$ cat src/design/tile_map_pkg.sv
// tile map definitions
// counts of bus masters and memory targets, plus their index types
// slave index order follows the address decode priority

package tile_map_pkg;

	localparam int N_MASTERS = 2;
	localparam int N_SLAVES  = 3;

	localparam int MASTER_ID_W = (N_MASTERS > 1) ? $clog2(N_MASTERS) : 1;
	localparam int SLAVE_ID_W  = (N_SLAVES > 1) ? $clog2(N_SLAVES) : 1;

	typedef logic [MASTER_ID_W-1:0] master_id_t;   // 1 bit
	typedef logic [SLAVE_ID_W-1:0]  slave_id_t;    // 2 bits

	// ####################################################################
	// target indices
	// ####################################################################

	localparam slave_id_t SLV_RAM  = 2'd0;   // local RAM
	localparam slave_id_t SLV_SFR  = 2'd1;   // special-function registers
	localparam slave_id_t SLV_XBUS = 2'd2;   // external-bus window

endpackage
$ cat src/design/mem_bus_pkg.sv
// memory bus definitions
// split-transaction bus shared by both masters and all targets
// a request is taken by ack in its own cycle, read data comes back later as resp

package mem_bus_pkg;

	localparam int ADDR_W = 32;
	localparam int DATA_W = 32;
	localparam int BE_W   = DATA_W / 8;

	// ####################################################################
	// plain vector types
	// ####################################################################

	typedef logic [ADDR_W-1:0] addr_t;   // byte address
	typedef logic [DATA_W-1:0] data_t;
	typedef logic [BE_W-1:0]   be_t;     // one bit per byte lane

	// ####################################################################
	// bus structs
	// ####################################################################

	// master to target, 70 bits
	typedef struct packed
	{
		logic  req;
		logic  we;      // 1 = write, 0 = read
		addr_t addr;
		be_t   be;
		data_t wdata;
	} mem_req_t;

	// target to master, 33 bits
	typedef struct packed
	{
		logic  resp;    // one cycle per read
		data_t rdata;
	} mem_rsp_t;

	// response after a slave port, marked with the master it belongs to
	typedef struct packed
	{
		mem_rsp_t                 rsp;
		tile_map_pkg::master_id_t owner;
	} tagged_rsp_t;

endpackage

$ cat src/design/addr_decoder.sv
// address decoder
// sorts each master request onto one slave lane by two address bits,
// XBUS bit first, then SFR bit, RAM otherwise
// folds the per-lane acks back into one ack per master

module addr_decoder
#(
	parameter int SFR_BITSEL = 16
	, parameter int XBUS_BITSEL = 31
)
(
	input mem_bus_pkg::mem_req_t [tile_map_pkg::N_MASTERS-1:0] m_req
	, input logic [tile_map_pkg::N_MASTERS-1:0][tile_map_pkg::N_SLAVES-1:0] lane_ack
	, output mem_bus_pkg::mem_req_t
		[tile_map_pkg::N_MASTERS-1:0][tile_map_pkg::N_SLAVES-1:0] lane_req
	, output logic [tile_map_pkg::N_MASTERS-1:0] m_ack
);

	import mem_bus_pkg::*;
	import tile_map_pkg::*;

	slave_id_t [N_MASTERS-1:0] sel;   // decoded target per master

	always_comb
		begin
		for (int m = 0; m < N_MASTERS; m++)
			begin
			if (m_req[m].addr[XBUS_BITSEL])
				sel[m] = SLV_XBUS;
			else if (m_req[m].addr[SFR_BITSEL])
				sel[m] = SLV_SFR;
			else
				sel[m] = SLV_RAM;
			end
		end

	// request goes out on the decoded lane, other lanes stay idle
	always_comb
		begin
		for (int m = 0; m < N_MASTERS; m++)
			begin
			for (int s = 0; s < N_SLAVES; s++)
				begin
				if (sel[m] == slave_id_t'(s))
					lane_req[m][s] = m_req[m];
				else
					lane_req[m][s] = '0;
				end
			end
		end

	always_comb
		begin
		for (int m = 0; m < N_MASTERS; m++)
			m_ack[m] = |lane_ack[m];   // only the active lane can ack
		end

endmodule

$ cat config.mk
export PLATFORM = sky130hd
export DESIGN_NAME = addr_decoder
export DESIGN_NICKNAME = d
export VERILOG_FILES = /design/src/design/tile_map_pkg.sv /design/src/design/mem_bus_pkg.sv /design/src/design/addr_decoder.sv
export SDC_FILE = /design/constraint.sdc
export NUM_CORES = 1
export LEC_CHECK = 0
export ABC_CLOCK_PERIOD_IN_PS = 1360
export BUFFER_PORTS_ARGS = -buffer_cell sky130_fd_sc_hd__buf_2
export CAP_MARGIN = 40
export CORE_AREA = 10 10 210 212
export DETAILED_ROUTE_END_ITERATION = 10
export DIE_AREA = 0 0 220 222
export GPL_ROUTABILITY_DRIVEN = 0
export SYNTH_ARGS = -nofsm -noshare
export SYNTH_HDL_FRONTEND = slang
export SYNTH_SLANG_ARGS = --single-unit
$ cat constraint.sdc
create_clock -name vclk -period 1.36
set_clock_uncertainty 0.15 [all_clocks]
set_input_delay 0.272 -clock vclk [all_inputs]
set_output_delay 0.272 -clock vclk [all_outputs]
set_load 0.01 [all_outputs]
==> metrics <==
status finished, violations left; failing checks setup timing; Clock Power Share 0%; CP bufs+invs 4; gr ovfl total 0; syn avg cell area 8.51 µm²; # IOs 568; drt via density 3.81; area delta synth->final 126%; met2 GRT Util approximately 18%; total track usage 9.77%; top-area cell type share of the netlist area 31.8%; DP HPWL 22,800 µm; Distinct cells, synth 12; Int Pwr 1520 µW; Synth area leader nor3b_2; DRC viols 0; CP peak stage delay 190 ps; Die Ht between 200 and 250 µm; Critical Path RT 940 ps; setup violators final 200; Fin Hold WS 671 ps; iteration-0 DRC count of the detailed router 402; MaxCap Viol Count 0; fillers 4,275; FF/Latch Area 0 µm²; top cells by area, synth nor3b_2, and3b_1, and2_1; core footprint 39,600 µm²; IO Port Bufs 562; switching power approximately 1400 µW; first-pass GRT wire length 38,100 µm; Global Route met3 Usage 2.32%; DRT antenna net count 0; Arrival @ worst endpoint approximately 1100 ps; largest net degree at the start of global routing 47; Slowest-stage cell, CP nor3b_2; VDD IR max 0.000148 V; met1 usage approximately an eighth; sequential share of the synthesized area 0%; die area a little under 50,000 µm²; Design Power 2920 µW; Reg power frac 0%; clock period minus worst slack 1540 ps; Synth warnings 0; Hold Crit Class in2out; Post-Place Worst Slack -205 ps; hold buffer count at cts 0; switch share a little under half; final period utilization 113%; cells after synthesis 499; final wirelength a little over 30,000 µm; crit-path most repeated cell clkbuf_16; die width 220 µm; Layout Nets 1,230; antenna violations before repair 5; min setup slack post-route -176 ps; crit path cell chain buf_12 -> clkbuf_16 -> clkbuf_16 -> nor3b_2 -> buf_2; Clock Buffer Count 0; routed length per placed instance 18.9 µm; PwrDens 304 nW/µm²; static leakage 0.00551 µW; detailed-route via count 6,136; initial core utilization 10.7%; CP Capture Type output port; CP top delay family buffers and inverters; CP max FO 8; Critical Path Start Type primary input; gr busiest metal met2; Multi-input gate area ~4000 µm²; vias in the first global route 5,785; RSZ-0062 raised after global routing true; fin. max-slew vios 0; Setup CP Type in2out; combinational power share 100.0%; row count 73; Final Hold Fails 0; ratio of cells with drive above 1 in the final layout around three quarters; Seq cells 0; max frequency around 0.65 GHz; Mapped Area 4250 µm²; First-pass DRT Iterations 5
-- cells in the mapped netlist --
| cell type | number |
|---|---|
| nor2b_1 | 2 |
| clkbuf_2 | 8 |
| and3b_1 | 136 |
| buf_2 | 24 |
| buf_6 | 29 |
| conb_1 | 1 |
| buf_4 | 8 |
| nor3b_2 | 108 |
| and2_1 | 138 |
| nor3b_1 | 28 |
| clkbuf_1 | 15 |
| or3_1 | 2 |
-- worst paths after layout --
| kind | startpoint | end | slack [ps] | cells after the start |
|---|---|---|---|---|
| max | m_req[137] | lane_req[248] | -180 | 5 |
| min | lane_ack[5] | m_ack[1] | 670 | 3 |
-- power groups by stage --
| stage | sequential (µW) | combinational (µW) | clock (µW) |
|---|---|---|---|
| finish | 0 | 2920 | 0.000137 |
| global route | 0 | 3100 | 0 |
| CTS | 0 | 2490 | 0 |
| detailed placement | 0 | 2240 | 0 |
| global placement | 0 | 2220 | 0 |
| floorplan | 0 | 1190 | 0 |
-- metrics by stage --
stage / setup TNS, ps / cells / cell area, µm² / util, %
finish: -13320 / 1609 / 9590 / 24.2
global route: -18440 / 1607 / 9590 / 24.2
CTS: -12520 / 1575 / 8420 / 21.2
detailed placement: -31000 / 1565 / 7730 / 19.5
global placement: -27120 / 1565 / 7730 / 19.5
floorplan: -519 / 504 / 4280 / -
-- cells in the final DEF (no fill, tap or decap), drive strengths merged --
master  netlist  final
conb          1      6
clkbuf       23     22
and2        138    138
diode         0      2
buf          61    639
nor3b       136    136
nor2b         2      2
bufbuf        0      1
and3b       136    136
or3           2      2
-- timing repair --
item | in CTS | in global routing
buffers inserted | 0 | 1
endpoints found under the setup margin | 352 | 317
pin swaps | 10 | 15
gates resized for setup | 105 | 112
gates cloned | 10 | 31
-- worst min-delay path, delay by kind of cell --
family,cells,cell delay [ps]
AND/OR/NAND/NOR,1,80
buffers and inverters,2,200
-- cells by family after synthesis --
group | Yosys count | share of synthesized area (%)
AND/OR/NAND/NOR | 414 | 85.7
buffers and inverters | 84 | 14.2
other | 1 | 0.0883
-- metal layers --
metal	part of all wire [%]	wire, µm
met5	0.043	13
met2	53	16100
met1	37	11300
met4	0.88	267
met3	8.8	2690
-- layout make-up --
cell class                      instances  share of cell area [%]
Timing Repair Buffer                  662                    51.4
Multi-Input combinational cell        420                    41.7
Tap cell                              525                    6.85
Antenna cell                            2                  0.0522
Note: power is estimated with default switching activity, not from simulation.
