===== src/design/tile_map_pkg.sv =====
// tile map definitions
// counts of bus masters and memory targets, plus their index types
// slave index order follows the address decode priority

package tile_map_pkg;

	localparam int N_MASTERS = 2;
	localparam int N_SLAVES  = 3;

	localparam int MASTER_ID_W = (N_MASTERS > 1) ? $clog2(N_MASTERS) : 1;
	localparam int SLAVE_ID_W  = (N_SLAVES > 1) ? $clog2(N_SLAVES) : 1;

	typedef logic [MASTER_ID_W-1:0] master_id_t;   // 1 bit
	typedef logic [SLAVE_ID_W-1:0]  slave_id_t;    // 2 bits

	// ####################################################################
	// target indices
	// ####################################################################

	localparam slave_id_t SLV_RAM  = 2'd0;   // local RAM
	localparam slave_id_t SLV_SFR  = 2'd1;   // special-function registers
	localparam slave_id_t SLV_XBUS = 2'd2;   // external-bus window

endpackage

===== src/design/mem_bus_pkg.sv =====
// memory bus definitions
// split-transaction bus shared by both masters and all targets
// a request is taken by ack in its own cycle, read data comes back later as resp

package mem_bus_pkg;

	localparam int ADDR_W = 32;
	localparam int DATA_W = 32;
	localparam int BE_W   = DATA_W / 8;

	// ####################################################################
	// plain vector types
	// ####################################################################

	typedef logic [ADDR_W-1:0] addr_t;   // byte address
	typedef logic [DATA_W-1:0] data_t;
	typedef logic [BE_W-1:0]   be_t;     // one bit per byte lane

	// ####################################################################
	// bus structs
	// ####################################################################

	// master to target, 70 bits
	typedef struct packed
	{
		logic  req;
		logic  we;      // 1 = write, 0 = read
		addr_t addr;
		be_t   be;
		data_t wdata;
	} mem_req_t;

	// target to master, 33 bits
	typedef struct packed
	{
		logic  resp;    // one cycle per read
		data_t rdata;
	} mem_rsp_t;

	// response after a slave port, marked with the master it belongs to
	typedef struct packed
	{
		mem_rsp_t                 rsp;
		tile_map_pkg::master_id_t owner;
	} tagged_rsp_t;

endpackage


===== src/design/slave_port_arb.sv =====
// slave port arbiter
// round-robin grant of one master per cycle onto a single target,
// tracks one outstanding read per master and marks each returning
// read response with the master that issued it

module slave_port_arb
(
	input logic clk_i
	, input logic rst_i
	, input mem_bus_pkg::mem_req_t [tile_map_pkg::N_MASTERS-1:0] lane_req
	, output logic [tile_map_pkg::N_MASTERS-1:0] lane_ack
	, output mem_bus_pkg::mem_req_t s_req
	, input mem_bus_pkg::mem_rsp_t s_rsp
	, output mem_bus_pkg::tagged_rsp_t t_rsp
);

	import mem_bus_pkg::*;
	import tile_map_pkg::*;

	logic [N_MASTERS-1:0] rd_busy;       // read in progress per master
	logic [N_MASTERS-1:0] rd_busy_eff;   // arriving response retires it
	logic [N_MASTERS-1:0] eligible;
	master_id_t           rr_ptr;        // first master to look at
	master_id_t           rr_cand;
	master_id_t           gnt_id;
	logic                 gnt_vld;

	// ####################################################################
	// grant
	// ####################################################################

	assign rd_busy_eff = s_rsp.resp ? '0 : rd_busy;

	// a read also waits for reads of other masters, keeps owners unambiguous
	always_comb
		begin
		for (int m = 0; m < N_MASTERS; m++)
			eligible[m] = lane_req[m].req && !rd_busy_eff[m]
				&& (lane_req[m].we || (rd_busy_eff == '0));
		end

	always_comb
		begin
		gnt_vld = 1'b0;
		gnt_id  = rr_ptr;
		rr_cand = rr_ptr;
		for (int i = 0; i < N_MASTERS; i++)
			begin
			rr_cand = master_id_t'((int'(rr_ptr) + i) % N_MASTERS);
			if (!gnt_vld && eligible[rr_cand])
				begin
				gnt_vld = 1'b1;
				gnt_id  = rr_cand;
				end
			end
		end

	always_comb
		begin
		lane_ack = '0;
		s_req    = '0;
		if (gnt_vld)
			begin
			lane_ack[gnt_id] = 1'b1;
			s_req            = lane_req[gnt_id];
			end
		end

	// ####################################################################
	// state
	// ####################################################################

	always_ff @(posedge clk_i)
		begin
		if (rst_i)
			begin
			rr_ptr  <= '0;
			rd_busy <= '0;
			end
		else
			begin
			rd_busy <= rd_busy_eff;
			if (gnt_vld && !s_req.we)
				rd_busy[gnt_id] <= 1'b1;
			if (gnt_vld && ($countones(eligible) > 1))
				rr_ptr <= master_id_t'((int'(gnt_id) + 1) % N_MASTERS);   // pass the winner
			end
		end

	// owner is the master still marked busy before this response
	always_comb
		begin
		t_rsp     = '0;
		t_rsp.rsp = s_rsp;
		for (int m = 0; m < N_MASTERS; m++)
			begin
			if (rd_busy[m])
				t_rsp.owner = master_id_t'(m);
			end
		end

endmodule


===== config.mk =====
export PLATFORM = sky130hd
export DESIGN_NAME = slave_port_arb
export DESIGN_NICKNAME = d
export VERILOG_FILES = /design/src/design/tile_map_pkg.sv /design/src/design/mem_bus_pkg.sv /design/src/design/slave_port_arb.sv
export SDC_FILE = /design/constraint.sdc
export NUM_CORES = 1
export LEC_CHECK = 0
export ABC_AREA = 1
export BUFFER_PORTS_ARGS = -buffer_cell sky130_fd_sc_hd__buf_2
export CORE_AREA = 4 4 107 109
export CTS_CLUSTER_SIZE = 30
export DETAILED_ROUTE_END_ITERATION = 8
export DIE_AREA = 0 0 111 113
export GPL_TIMING_DRIVEN = 0
export PLACE_DENSITY_LB_ADDON = 0.1
export RECOVER_POWER = 50
export SKIP_CTS_REPAIR_TIMING = 1
export SLEW_MARGIN = 20
export SYNTH_ARGS = -nofsm -noshare
export SYNTH_HDL_FRONTEND = slang
export SYNTH_SLANG_ARGS = --single-unit

===== constraint.sdc =====
create_clock -name clk_i -period 2.5 [get_ports clk_i]
set_input_delay 0.25 -clock clk_i [delete_from_list [all_inputs] [get_ports clk_i]]
set_output_delay 0.25 -clock clk_i [all_outputs]
set_load 0.01 [all_outputs]

==> run metrics <==
Power Density=just over 300 nW/µm²; DRC marker count from the first detailed-route iteration=72; hold_sp=rst_i; drt via density=3.85; drt drc=0; VDD IR max=approximately 0.55 mV; setup TNS=0 ps; startpoint types=flip-flop; post-route cell area=about 2500 µm²; Tightest Hold Check Type=in2reg; root buffer cell=clkbuf_8; CORE AREA=10600 µm²; routed metal-1 wire length=2700 µm; Net Count, Synth=322; Worst Hold Depth=2; Fin. Hold Viols=0; area occupied by multi-input gates=718 µm²; TritonCTS buffer count=3; vias in the first global route=1987; final worst clock skew=1.96 ps; Antenna diodes=0; Final ANT Viol Nets=0; met3 routed WL=538 µm; Ys Warns=0; DR WL/cell=14.0 µm; CTS H-tree lvls=1; Post-Place Worst Slack=584 ps; hold path endpoint=rr_ptr$_SDFFE_PP0P_; GRT overflow=0; R2R depth=8; largest net degree at the start of global routing=11; Synth Cell Area=1150 µm²; syn_area_per_cell=7.81 µm²; commonest cells after routing, fill and taps aside=buf_2 (208), a22o_1 (68), clkbuf_1 (47), buf_4 (41), nand2_1 (10); post-synth cell types=18; vias=2076; Design Power=0.000787 W; CTS clock-pin slew for the worst setup and hold paths=30 ps; antenna violations before repair=0; CTS Sinks=3; Syn-to-layout area delta=122%; r2r setup slk=950 ps; clock latency on the worst-skew pair=210 ps; crit share post-route=85.7%; Slew Limit Fails=0; worst r2r dst=rr_ptr$_SDFFE_PP0P_; critical path class=reg2out; CTS tree=done; post-DP HPWL=~6700 µm; Die Wd=111 µm; first-pass GRT wire length=10800 µm; commonest non-fill, non-tap cell in the layout=buf_2; Met2 Routed Length=around 4300 µm; outcome=finished, final reports clean; gr usage total=10.4%; Total Routed Length=roughly 7600 µm; Reg-to-Reg Start=rd_busy[0]$_SDFF_PP0_; MaxCap Viol Count=0; Initial DRT Pass Iterations=4; RSZ-0062 raised after global routing=false; Die ar.=12500 µm²; CP Capture Type=primary output; Final #Nets=roughly 580; FMAX=467 MHz; Starting Density=10.8%; layout cell share with drive strength beyond 1=64.2%; Final setup viols=0; Seq cells post-synth=3; static leakage=1.48 nW; Mapped Cells=147; CP arrival=1890 ps; Relative slew margins=70.4%; Final Util=between 20% and 30%; worst setup margin=357 ps; Fill cells=around 1200; Placer Congestion=0.816; FF+latch area=60.1 µm²; Row Count=38; Seq/Total Area, Yosys=~5.2%; Max Fanout on Critical Path=10; DR top layer=met4; minimum clock period=2140 ps; IO Port Bufs=248; Slew @ Worst Pin=~440 ps; num ports=281; Max clock buf depth=2; height of the die=roughly 110 µm; placed cell areas=roughly 2600 µm²; WP data required=2250 ps
## worst max-delay path, stage by stage, from the launching register on
cell      delay (ps)
dfxtp_1          310
nand2_1           80
nand2_1           60
nor2_1           220
nand2_1          160
inv_1            290
buf_4            240
a22o_1           150
clkbuf_1         170
## worst max-delay path by stage
stage / depth (start not counted) / slack (ps) / to / start
2_1_floorplan: 5 / 1080 / s_req[27] / rd_busy[1]$_SDFF_PP0_
5_1_grt: 8 / 170 / s_req[64] / rd_busy[1]$_SDFF_PP0_
3_5_place_dp: 8 / 580 / s_req[4] / s_rsp[32]
3_3_place_gp: 9 / 610 / s_req[4] / s_rsp[32]
4_1_cts: 6 / 420 / s_req[4] / rd_busy[1]$_SDFF_PP0_
6_report: 8 / 360 / s_req[67] / rd_busy[0]$_SDFF_PP0_
## registers in the layout, indices dropped and copies added (netlist names)
| signal | cells |
|---|---|
| rr_ptr | 1 |
| rd_busy | 2 |
## stage by stage
stage,std cells,hold slack [ps]
floorplan,147,319
global placement,535,446
detailed placement,535,440
CTS,539,222
global route,539,234
finish,539,222
## cell usage after synthesis
library cell / n / area [µm²]
a21boi_0: 1 / 7.51
a21oi_1: 4 / 20.0
a21oi_4: 1 / 16.3
a22o_1: 68 / 596
buf_2: 6 / 30.0
buf_4: 41 / 308
buf_6: 1 / 11.3
dfxtp_1: 3 / 60.1
inv_1: 2 / 7.51
inv_2: 2 / 7.51
nand2_1: 9 / 33.8
nand2_2: 1 / 6.26
nand3_1: 3 / 15.0
nand3b_1: 1 / 7.51
nor2_1: 1 / 3.75
nor2_2: 1 / 6.26
o21ai_0: 1 / 5.00
or2_2: 1 / 6.26
## area by class of cell
class / instances / area share, %
Timing Repair Buffer: 248 / 46.5
Multi-Input combinational cell: 92 / 28.2
Buffer: 48 / 13.7
Tap cell: 140 / 6.88
Sequential cell: 3 / 2.36
Clock buffer: 4 / 1.77
Inverter: 4 / 0.590
## power breakdown
| part | internal (W) | leakage [nW] | switching [W] |
|---|---|---|---|
| clock | 0.000108 | 0.0228 | 0.0000291 |
| sequential | 0.0000517 | 0.0246 | 0.00000246 |
| combinational | 0.000309 | 1.44 | 0.000287 |
| total | 0.000469 | 1.48 | 0.000318 |
## per-layer routing
| layer | vias up | global-route usage, % |
|---|---|---|
| li1 | 1044 | - |
| met1 | 918 | 10.9 |
| met2 | 112 | 21.5 |
| met3 | 2 | 2.41 |
| met4 | 0 | 0.821 |
| met5 | - | 0 |
## cell families (layout without fill, tap and decap cells)
kind of cell,count (synthesis),in the layout,synth area share [%]
buffers and inverters,52,304,31.7
and+or+nand+nor,17,17,6.87
DFF,3,3,5.23
AOI/OAI and AO/OA,75,75,56.2
Power figures use the tool's default switching activity.
