<file path="config.mk">
export PLATFORM = sky130hd
export DESIGN_NAME = resp_router
export DESIGN_NICKNAME = d
export VERILOG_FILES = /design/src/design/tile_map_pkg.sv /design/src/design/mem_bus_pkg.sv /design/src/design/resp_router.sv
export SDC_FILE = /design/constraint.sdc
export NUM_CORES = 1
export LEC_CHECK = 0
export BUFFER_PORTS_ARGS = -buffer_cell sky130_fd_sc_hd__buf_2
export CAP_MARGIN = 5
export CORE_ASPECT_RATIO = 1.4
export CORE_MARGIN = 8
export CORE_UTILIZATION = 35
export DETAILED_ROUTE_END_ITERATION = 10
export PLACE_DENSITY = 0.83
export SETUP_SLACK_MARGIN = 0.3
export SYNTH_ARGS = -nofsm -noshare
export SYNTH_HDL_FRONTEND = slang
export SYNTH_SLANG_ARGS = --single-unit
</file>
<file path="constraint.sdc">
create_clock -name vclk -period 0.83
set_input_delay 0.083 -clock vclk [all_inputs]
set_output_delay 0.083 -clock vclk [all_outputs]
set_load 0.02 [all_outputs]
</file>
<file path="src/design/tile_map_pkg.sv">
// tile map definitions
// counts of bus masters and memory targets, plus their index types
// slave index order follows the address decode priority

package tile_map_pkg;

	localparam int N_MASTERS = 2;
	localparam int N_SLAVES  = 3;

	localparam int MASTER_ID_W = (N_MASTERS > 1) ? $clog2(N_MASTERS) : 1;
	localparam int SLAVE_ID_W  = (N_SLAVES > 1) ? $clog2(N_SLAVES) : 1;

	typedef logic [MASTER_ID_W-1:0] master_id_t;   // 1 bit
	typedef logic [SLAVE_ID_W-1:0]  slave_id_t;    // 2 bits

	// ####################################################################
	// target indices
	// ####################################################################

	localparam slave_id_t SLV_RAM  = 2'd0;   // local RAM
	localparam slave_id_t SLV_SFR  = 2'd1;   // special-function registers
	localparam slave_id_t SLV_XBUS = 2'd2;   // external-bus window

endpackage
</file>
<file path="src/design/mem_bus_pkg.sv">
// memory bus definitions
// split-transaction bus shared by both masters and all targets
// a request is taken by ack in its own cycle, read data comes back later as resp

package mem_bus_pkg;

	localparam int ADDR_W = 32;
	localparam int DATA_W = 32;
	localparam int BE_W   = DATA_W / 8;

	// ####################################################################
	// plain vector types
	// ####################################################################

	typedef logic [ADDR_W-1:0] addr_t;   // byte address
	typedef logic [DATA_W-1:0] data_t;
	typedef logic [BE_W-1:0]   be_t;     // one bit per byte lane

	// ####################################################################
	// bus structs
	// ####################################################################

	// master to target, 70 bits
	typedef struct packed
	{
		logic  req;
		logic  we;      // 1 = write, 0 = read
		addr_t addr;
		be_t   be;
		data_t wdata;
	} mem_req_t;

	// target to master, 33 bits
	typedef struct packed
	{
		logic  resp;    // one cycle per read
		data_t rdata;
	} mem_rsp_t;

	// response after a slave port, marked with the master it belongs to
	typedef struct packed
	{
		mem_rsp_t                 rsp;
		tile_map_pkg::master_id_t owner;
	} tagged_rsp_t;

endpackage

</file>
<file path="src/design/resp_router.sv">
// response router
// hands each tagged slave response to the master named in its tag
// a master sees zero when none of the slaves answers it

module resp_router
(
	input mem_bus_pkg::tagged_rsp_t [tile_map_pkg::N_SLAVES-1:0] t_rsp
	, output mem_bus_pkg::mem_rsp_t [tile_map_pkg::N_MASTERS-1:0] m_rsp
);

	import mem_bus_pkg::*;
	import tile_map_pkg::*;

	logic [N_MASTERS-1:0][N_SLAVES-1:0] hit;   // slave s answers master m

	always_comb
		begin
		for (int m = 0; m < N_MASTERS; m++)
			begin
			for (int s = 0; s < N_SLAVES; s++)
				hit[m][s] = t_rsp[s].rsp.resp && (t_rsp[s].owner == master_id_t'(m));
			end
		end

	// equal latency on all targets, so at most one hit per master
	always_comb
		begin
		m_rsp = '0;
		for (int m = 0; m < N_MASTERS; m++)
			begin
			for (int s = 0; s < N_SLAVES; s++)
				begin
				if (hit[m][s])
					m_rsp[m] = t_rsp[s].rsp;
				end
			end
		end

endmodule

</file>
==> results of run 1 <==
==> logic make-up after synthesis <==
kind of cell,after synthesis
simple gates,204
compound gates,64
buf+inv,36
==> metrics by stage <==
stage / instances / area [µm²] / TNS [ps] / setup slack [ps]
floorplan: 304 / 2775 / -3628 / -76.64
global placement: 513 / 3684 / -20000 / -351.6
detailed placement: 513 / 3684 / -22310 / -412.2
==> results.py, run 1 <==
metrics = {
    "logic_synthesis": {
        "synth.distinct_cells": 13,
        "yosysSeqAreaShare_pct": 0,
        "synth_top_area_share_pct": 26.89,
        "yosysTopAreaCell": "a31oi_1",
        "ys_warn_count": 0,
        "synth_area_per_cell_um2": 4.898,
        "synth_xor_area_share_pct": 0,
        "synth_most_common_cell": "nand2_1",
        "synth_compound_area_share_pct": 26.89,
        "synthesis.area_um2": 1489,
        "muxShareOfSynthArea_pct": 0,
        "syn_inst": 304,
        "synthSimpleGateAreaFrac_pct": 57.90,
        "synthAdderAreaFrac_pct": 0,
        "synth.net_count": 406,
        "synth_top_family_by_area": "simple AND/OR/NAND/NOR gates",
        "netlist_top_cells_area": "a31oi_1 27%, nand3_1 22%, nand2_1 17%",
        "synth_commonest_cells": "68 x nand2_1, 66 x nor2_1, 64 x a31oi_1, 64 x nand3_1, 13 x buf_2",
    },
    "placement": {
        "gp_congestion": 0.8202,
        "hpwl_mm": 7.859,
        "numPortBuffers": 168,
    },
    "run_status": {
        "failing_step": "clock tree synthesis (4_1_cts)",
        "error": "[ERROR DPL-0038] Utilization greater than 100%, impossible to legalize",
        "status": "did not finish",
    },
    "clock_network": {
        "cts_setup_buffers": 16,
        "cts_resized": 249,
        "holdBufCountCts": 0,
    },
    "floorplan": {
        "initial_core_util_pct": 35.71,
        "chipWidth_um": 71.13,
        "row_count": 28,
        "io-pin-count": 168,
        "die_h_um": 93.17,
    },
}
==> inputs of run 2 (changes only) <==
--- a/config.mk
+++ b/config.mk
@@ -7,12 +7,10 @@
 export LEC_CHECK = 0
 export BUFFER_PORTS_ARGS = -buffer_cell sky130_fd_sc_hd__buf_2
 export CAP_MARGIN = 5
-export CORE_ASPECT_RATIO = 1.4
 export CORE_MARGIN = 8
-export CORE_UTILIZATION = 35
+export CORE_UTILIZATION = 20
 export DETAILED_ROUTE_END_ITERATION = 10
-export PLACE_DENSITY = 0.83
-export SETUP_SLACK_MARGIN = 0.3
+export PLACE_DENSITY_LB_ADDON = 0.15
 export SYNTH_ARGS = -nofsm -noshare
 export SYNTH_HDL_FRONTEND = slang
 export SYNTH_SLANG_ARGS = --single-unit
==> results.py, run 2 <==
metrics = {
    "run_status": {
        "status": "finished, violations left",
        "violations": "setup timing",
    },
    "power_and_ir_drop": {
        "irDropWorstVdd_mv": 0.3180,
        "combPwrFrac_pct": 100.0,
        "p_leak_nw": 1.656,
        "clock_power_share_pct": 0,
        "switching_share_pct": 52.04,
        "power_switching_w": 0.001552,
        "power_density_nw_per_um2": 690.9,
        "p_int_w": 0.001431,
        "power_frac_seq_pct": 0,
    },
    "route": {
        "drc": 0,
        "viasPerCell": 5.276,
        "routedWlPerCell_um": 17.76,
        "firstDrtPassIters": 4,
        "ant_nets": 0,
        "vias": 3039,
        "wl_mm": 10.23,
        "drt-initial-drc-count": 100,
    },
    "floorplan": {
        "chipWidth_um": 102.3,
        "io-pin-count": 168,
        "die_area_um2": 10460,
        "core_um2": 7214,
        "row_count": 31,
        "die_h_um": 102.3,
        "initial_core_util_pct": 20.64,
    },
    "global_routing": {
        "met1_usage_pct": 21.03,
        "grt_use_met3_pct": 3.542,
        "grt_use_met2_pct": 35.23,
        "grt.overflow.total": 0,
        "grt_pass1_wl_mm": 16.11,
        "grt_max_degree": 21,
        "top_usage_layer": "met2",
        "grt_pass1_vias": 3308,
        "grt_use_total_pct": 18.65,
        "antenna_found_initial": 1,
    },
    "logic_synthesis": {
        "syn_inst": 304,
        "synth_top_family_by_area": "simple AND/OR/NAND/NOR gates",
        "muxShareOfSynthArea_pct": 0,
        "synth.distinct_cells": 13,
        "synth_top_area_share_pct": 26.89,
        "synthesis.area_um2": 1489,
        "synth_area_per_cell_um2": 4.898,
        "synth_commonest_cells": "68 x nand2_1, 66 x nor2_1, 64 x a31oi_1, 64 x nand3_1, 13 x buf_2",
        "netlist_top_cells_area": "a31oi_1 27%, nand3_1 22%, nand2_1 17%",
        "yosysTopAreaCell": "a31oi_1",
        "synth.net_count": 406,
        "yosysSeqAreaShare_pct": 0,
        "synthSimpleGateAreaFrac_pct": 57.90,
        "synth_xor_area_share_pct": 0,
        "synth_most_common_cell": "nand2_1",
        "ys_warn_count": 0,
        "synthAdderAreaFrac_pct": 0,
        "synth_compound_area_share_pct": 26.89,
    },
    "final_layout": {
        "nClkBuffers": 0,
        "fillers": 702,
        "syn_to_final_growth_pct": 190.0,
        "nNetsFinal": 580,
        "fin_cells": 576,
        "drive_gt1_share_pct": 65.76,
        "layout_commonest_cell": "buf_2",
        "utilization_pct": 59.85,
        "mostFrequentLayoutCells": "105 x buf_2, 63 x nand2_1, 62 x a31oi_4, 53 x nor2_1, 46 x nand3_1",
        "seq_area_um2": 0,
        "seq_cell_count": 0,
    },
    "sta": {
        "finalSetupViolCount": 66,
        "max_freq_ghz": 0.8411,
        "finalSetupTns_ps": -19980,
        "slew_headroom_pct": 84.99,
        "hold_violations": 0,
        "period_share_pct": 143.2,
        "rsz0062_at_grt": "yes",
        "tightest_slew_ps": 224.4,
        "setup_ws_ps": -359.0,
        "min_period_ps": 1189,
        "final_max_slew_viol_count": 0,
    },
    "placement": {
        "gp_congestion": 0.7635,
        "hpwl_mm": 7.555,
        "placed_cells": 564,
        "numPortBuffers": 168,
    },
    "worst_setup_path": {
        "cp.arrival_ps": 1110,
        "cp-start-kind": "input port",
        "worstPathRequired_ps": 750,
        "endpoint_kind": "output port",
        "critical_path.max_fanout": 7,
        "critPathKind": "input port to output port",
    },
    "min_path": {
        "hold_class": "input port to output port",
    },
    "job": {
        "cap_viol_max_count": 0,
    },
    "clock_network": {
        "holdBufCountCts": 0,
    },
}
run 2: cell counts after synthesis:
No cell type changed its count.
run 2: worst max-delay path: stages:
cell     delay [ps]
buf_6            90
and2b_2         280
buf_4           200
nand2_1         110
a31oi_4         170
buf_2           180
run 2: per-layer routing:
| metal | up-vias | wire length (µm) |
|---|---|---|
| met3 | 10 | 805 |
| li1 | 1432 | - |
| met5 | - | 0 |
| met1 | 1479 | 4033 |
| met2 | 118 | 5229 |
| met4 | 0 | 159 |
run 2: path summary, 6_finish.rpt:
path | startpoint | cells past startpoint | to
max | t_rsp[34] | 6 | m_rsp[7]
min | t_rsp[46] | 4 | m_rsp[11]
run 2: logic make-up after synthesis:
group                  count (synthesis)
AOI/OAI and AO/OA                     64
buffers and inverters                 36
and+or+nand+nor                      204
run 2: what timing repair did:
action                     CTS  global route
pin swaps                    5             0
gates resized for setup    126            10
setup endpoints to repair   66            66
setup buffers                5             1
cloned                       5             1
run 2: cell type report:
cell class / count / area (µm²) / area share [%]
well taps: 99 / 123.9 / 2.869
multi-input cells: 268 / 2469 / 57.17
repair buffers: 208 / 1723 / 39.90
diodes: 1 / 2.502 / 0.05795
run 2: stage by stage:
step	setup slack [ps]	power [W]	cell area [µm²]	hold WS (ps)
after global placement	-388.3	0.002502	3719	565.1
after floorplan	-76.64	0.001695	2728	322.7
after detailed placement	-421.2	0.002526	3719	565.9
final	-359.0	0.002983	4318	551.7
after CTS	-337.3	0.002960	4262	552.8
after global routing	-390.0	0.003156	4318	561.1
run 2: power by group through the flow:
stage | Sequential (W) | Clock [W] | Combinational, W
after floorplan | 0 | 0 | 0.00170
after global placement | 0 | 0 | 0.00250
after detailed placement | 0 | 0 | 0.00253
after CTS | 0 | 0 | 0.00296
after global routing | 0 | 0.000000000161 | 0.00316
final | 0 | 0.000000000161 | 0.00298
No activity file was read; power rests on OpenSTA's default activity.
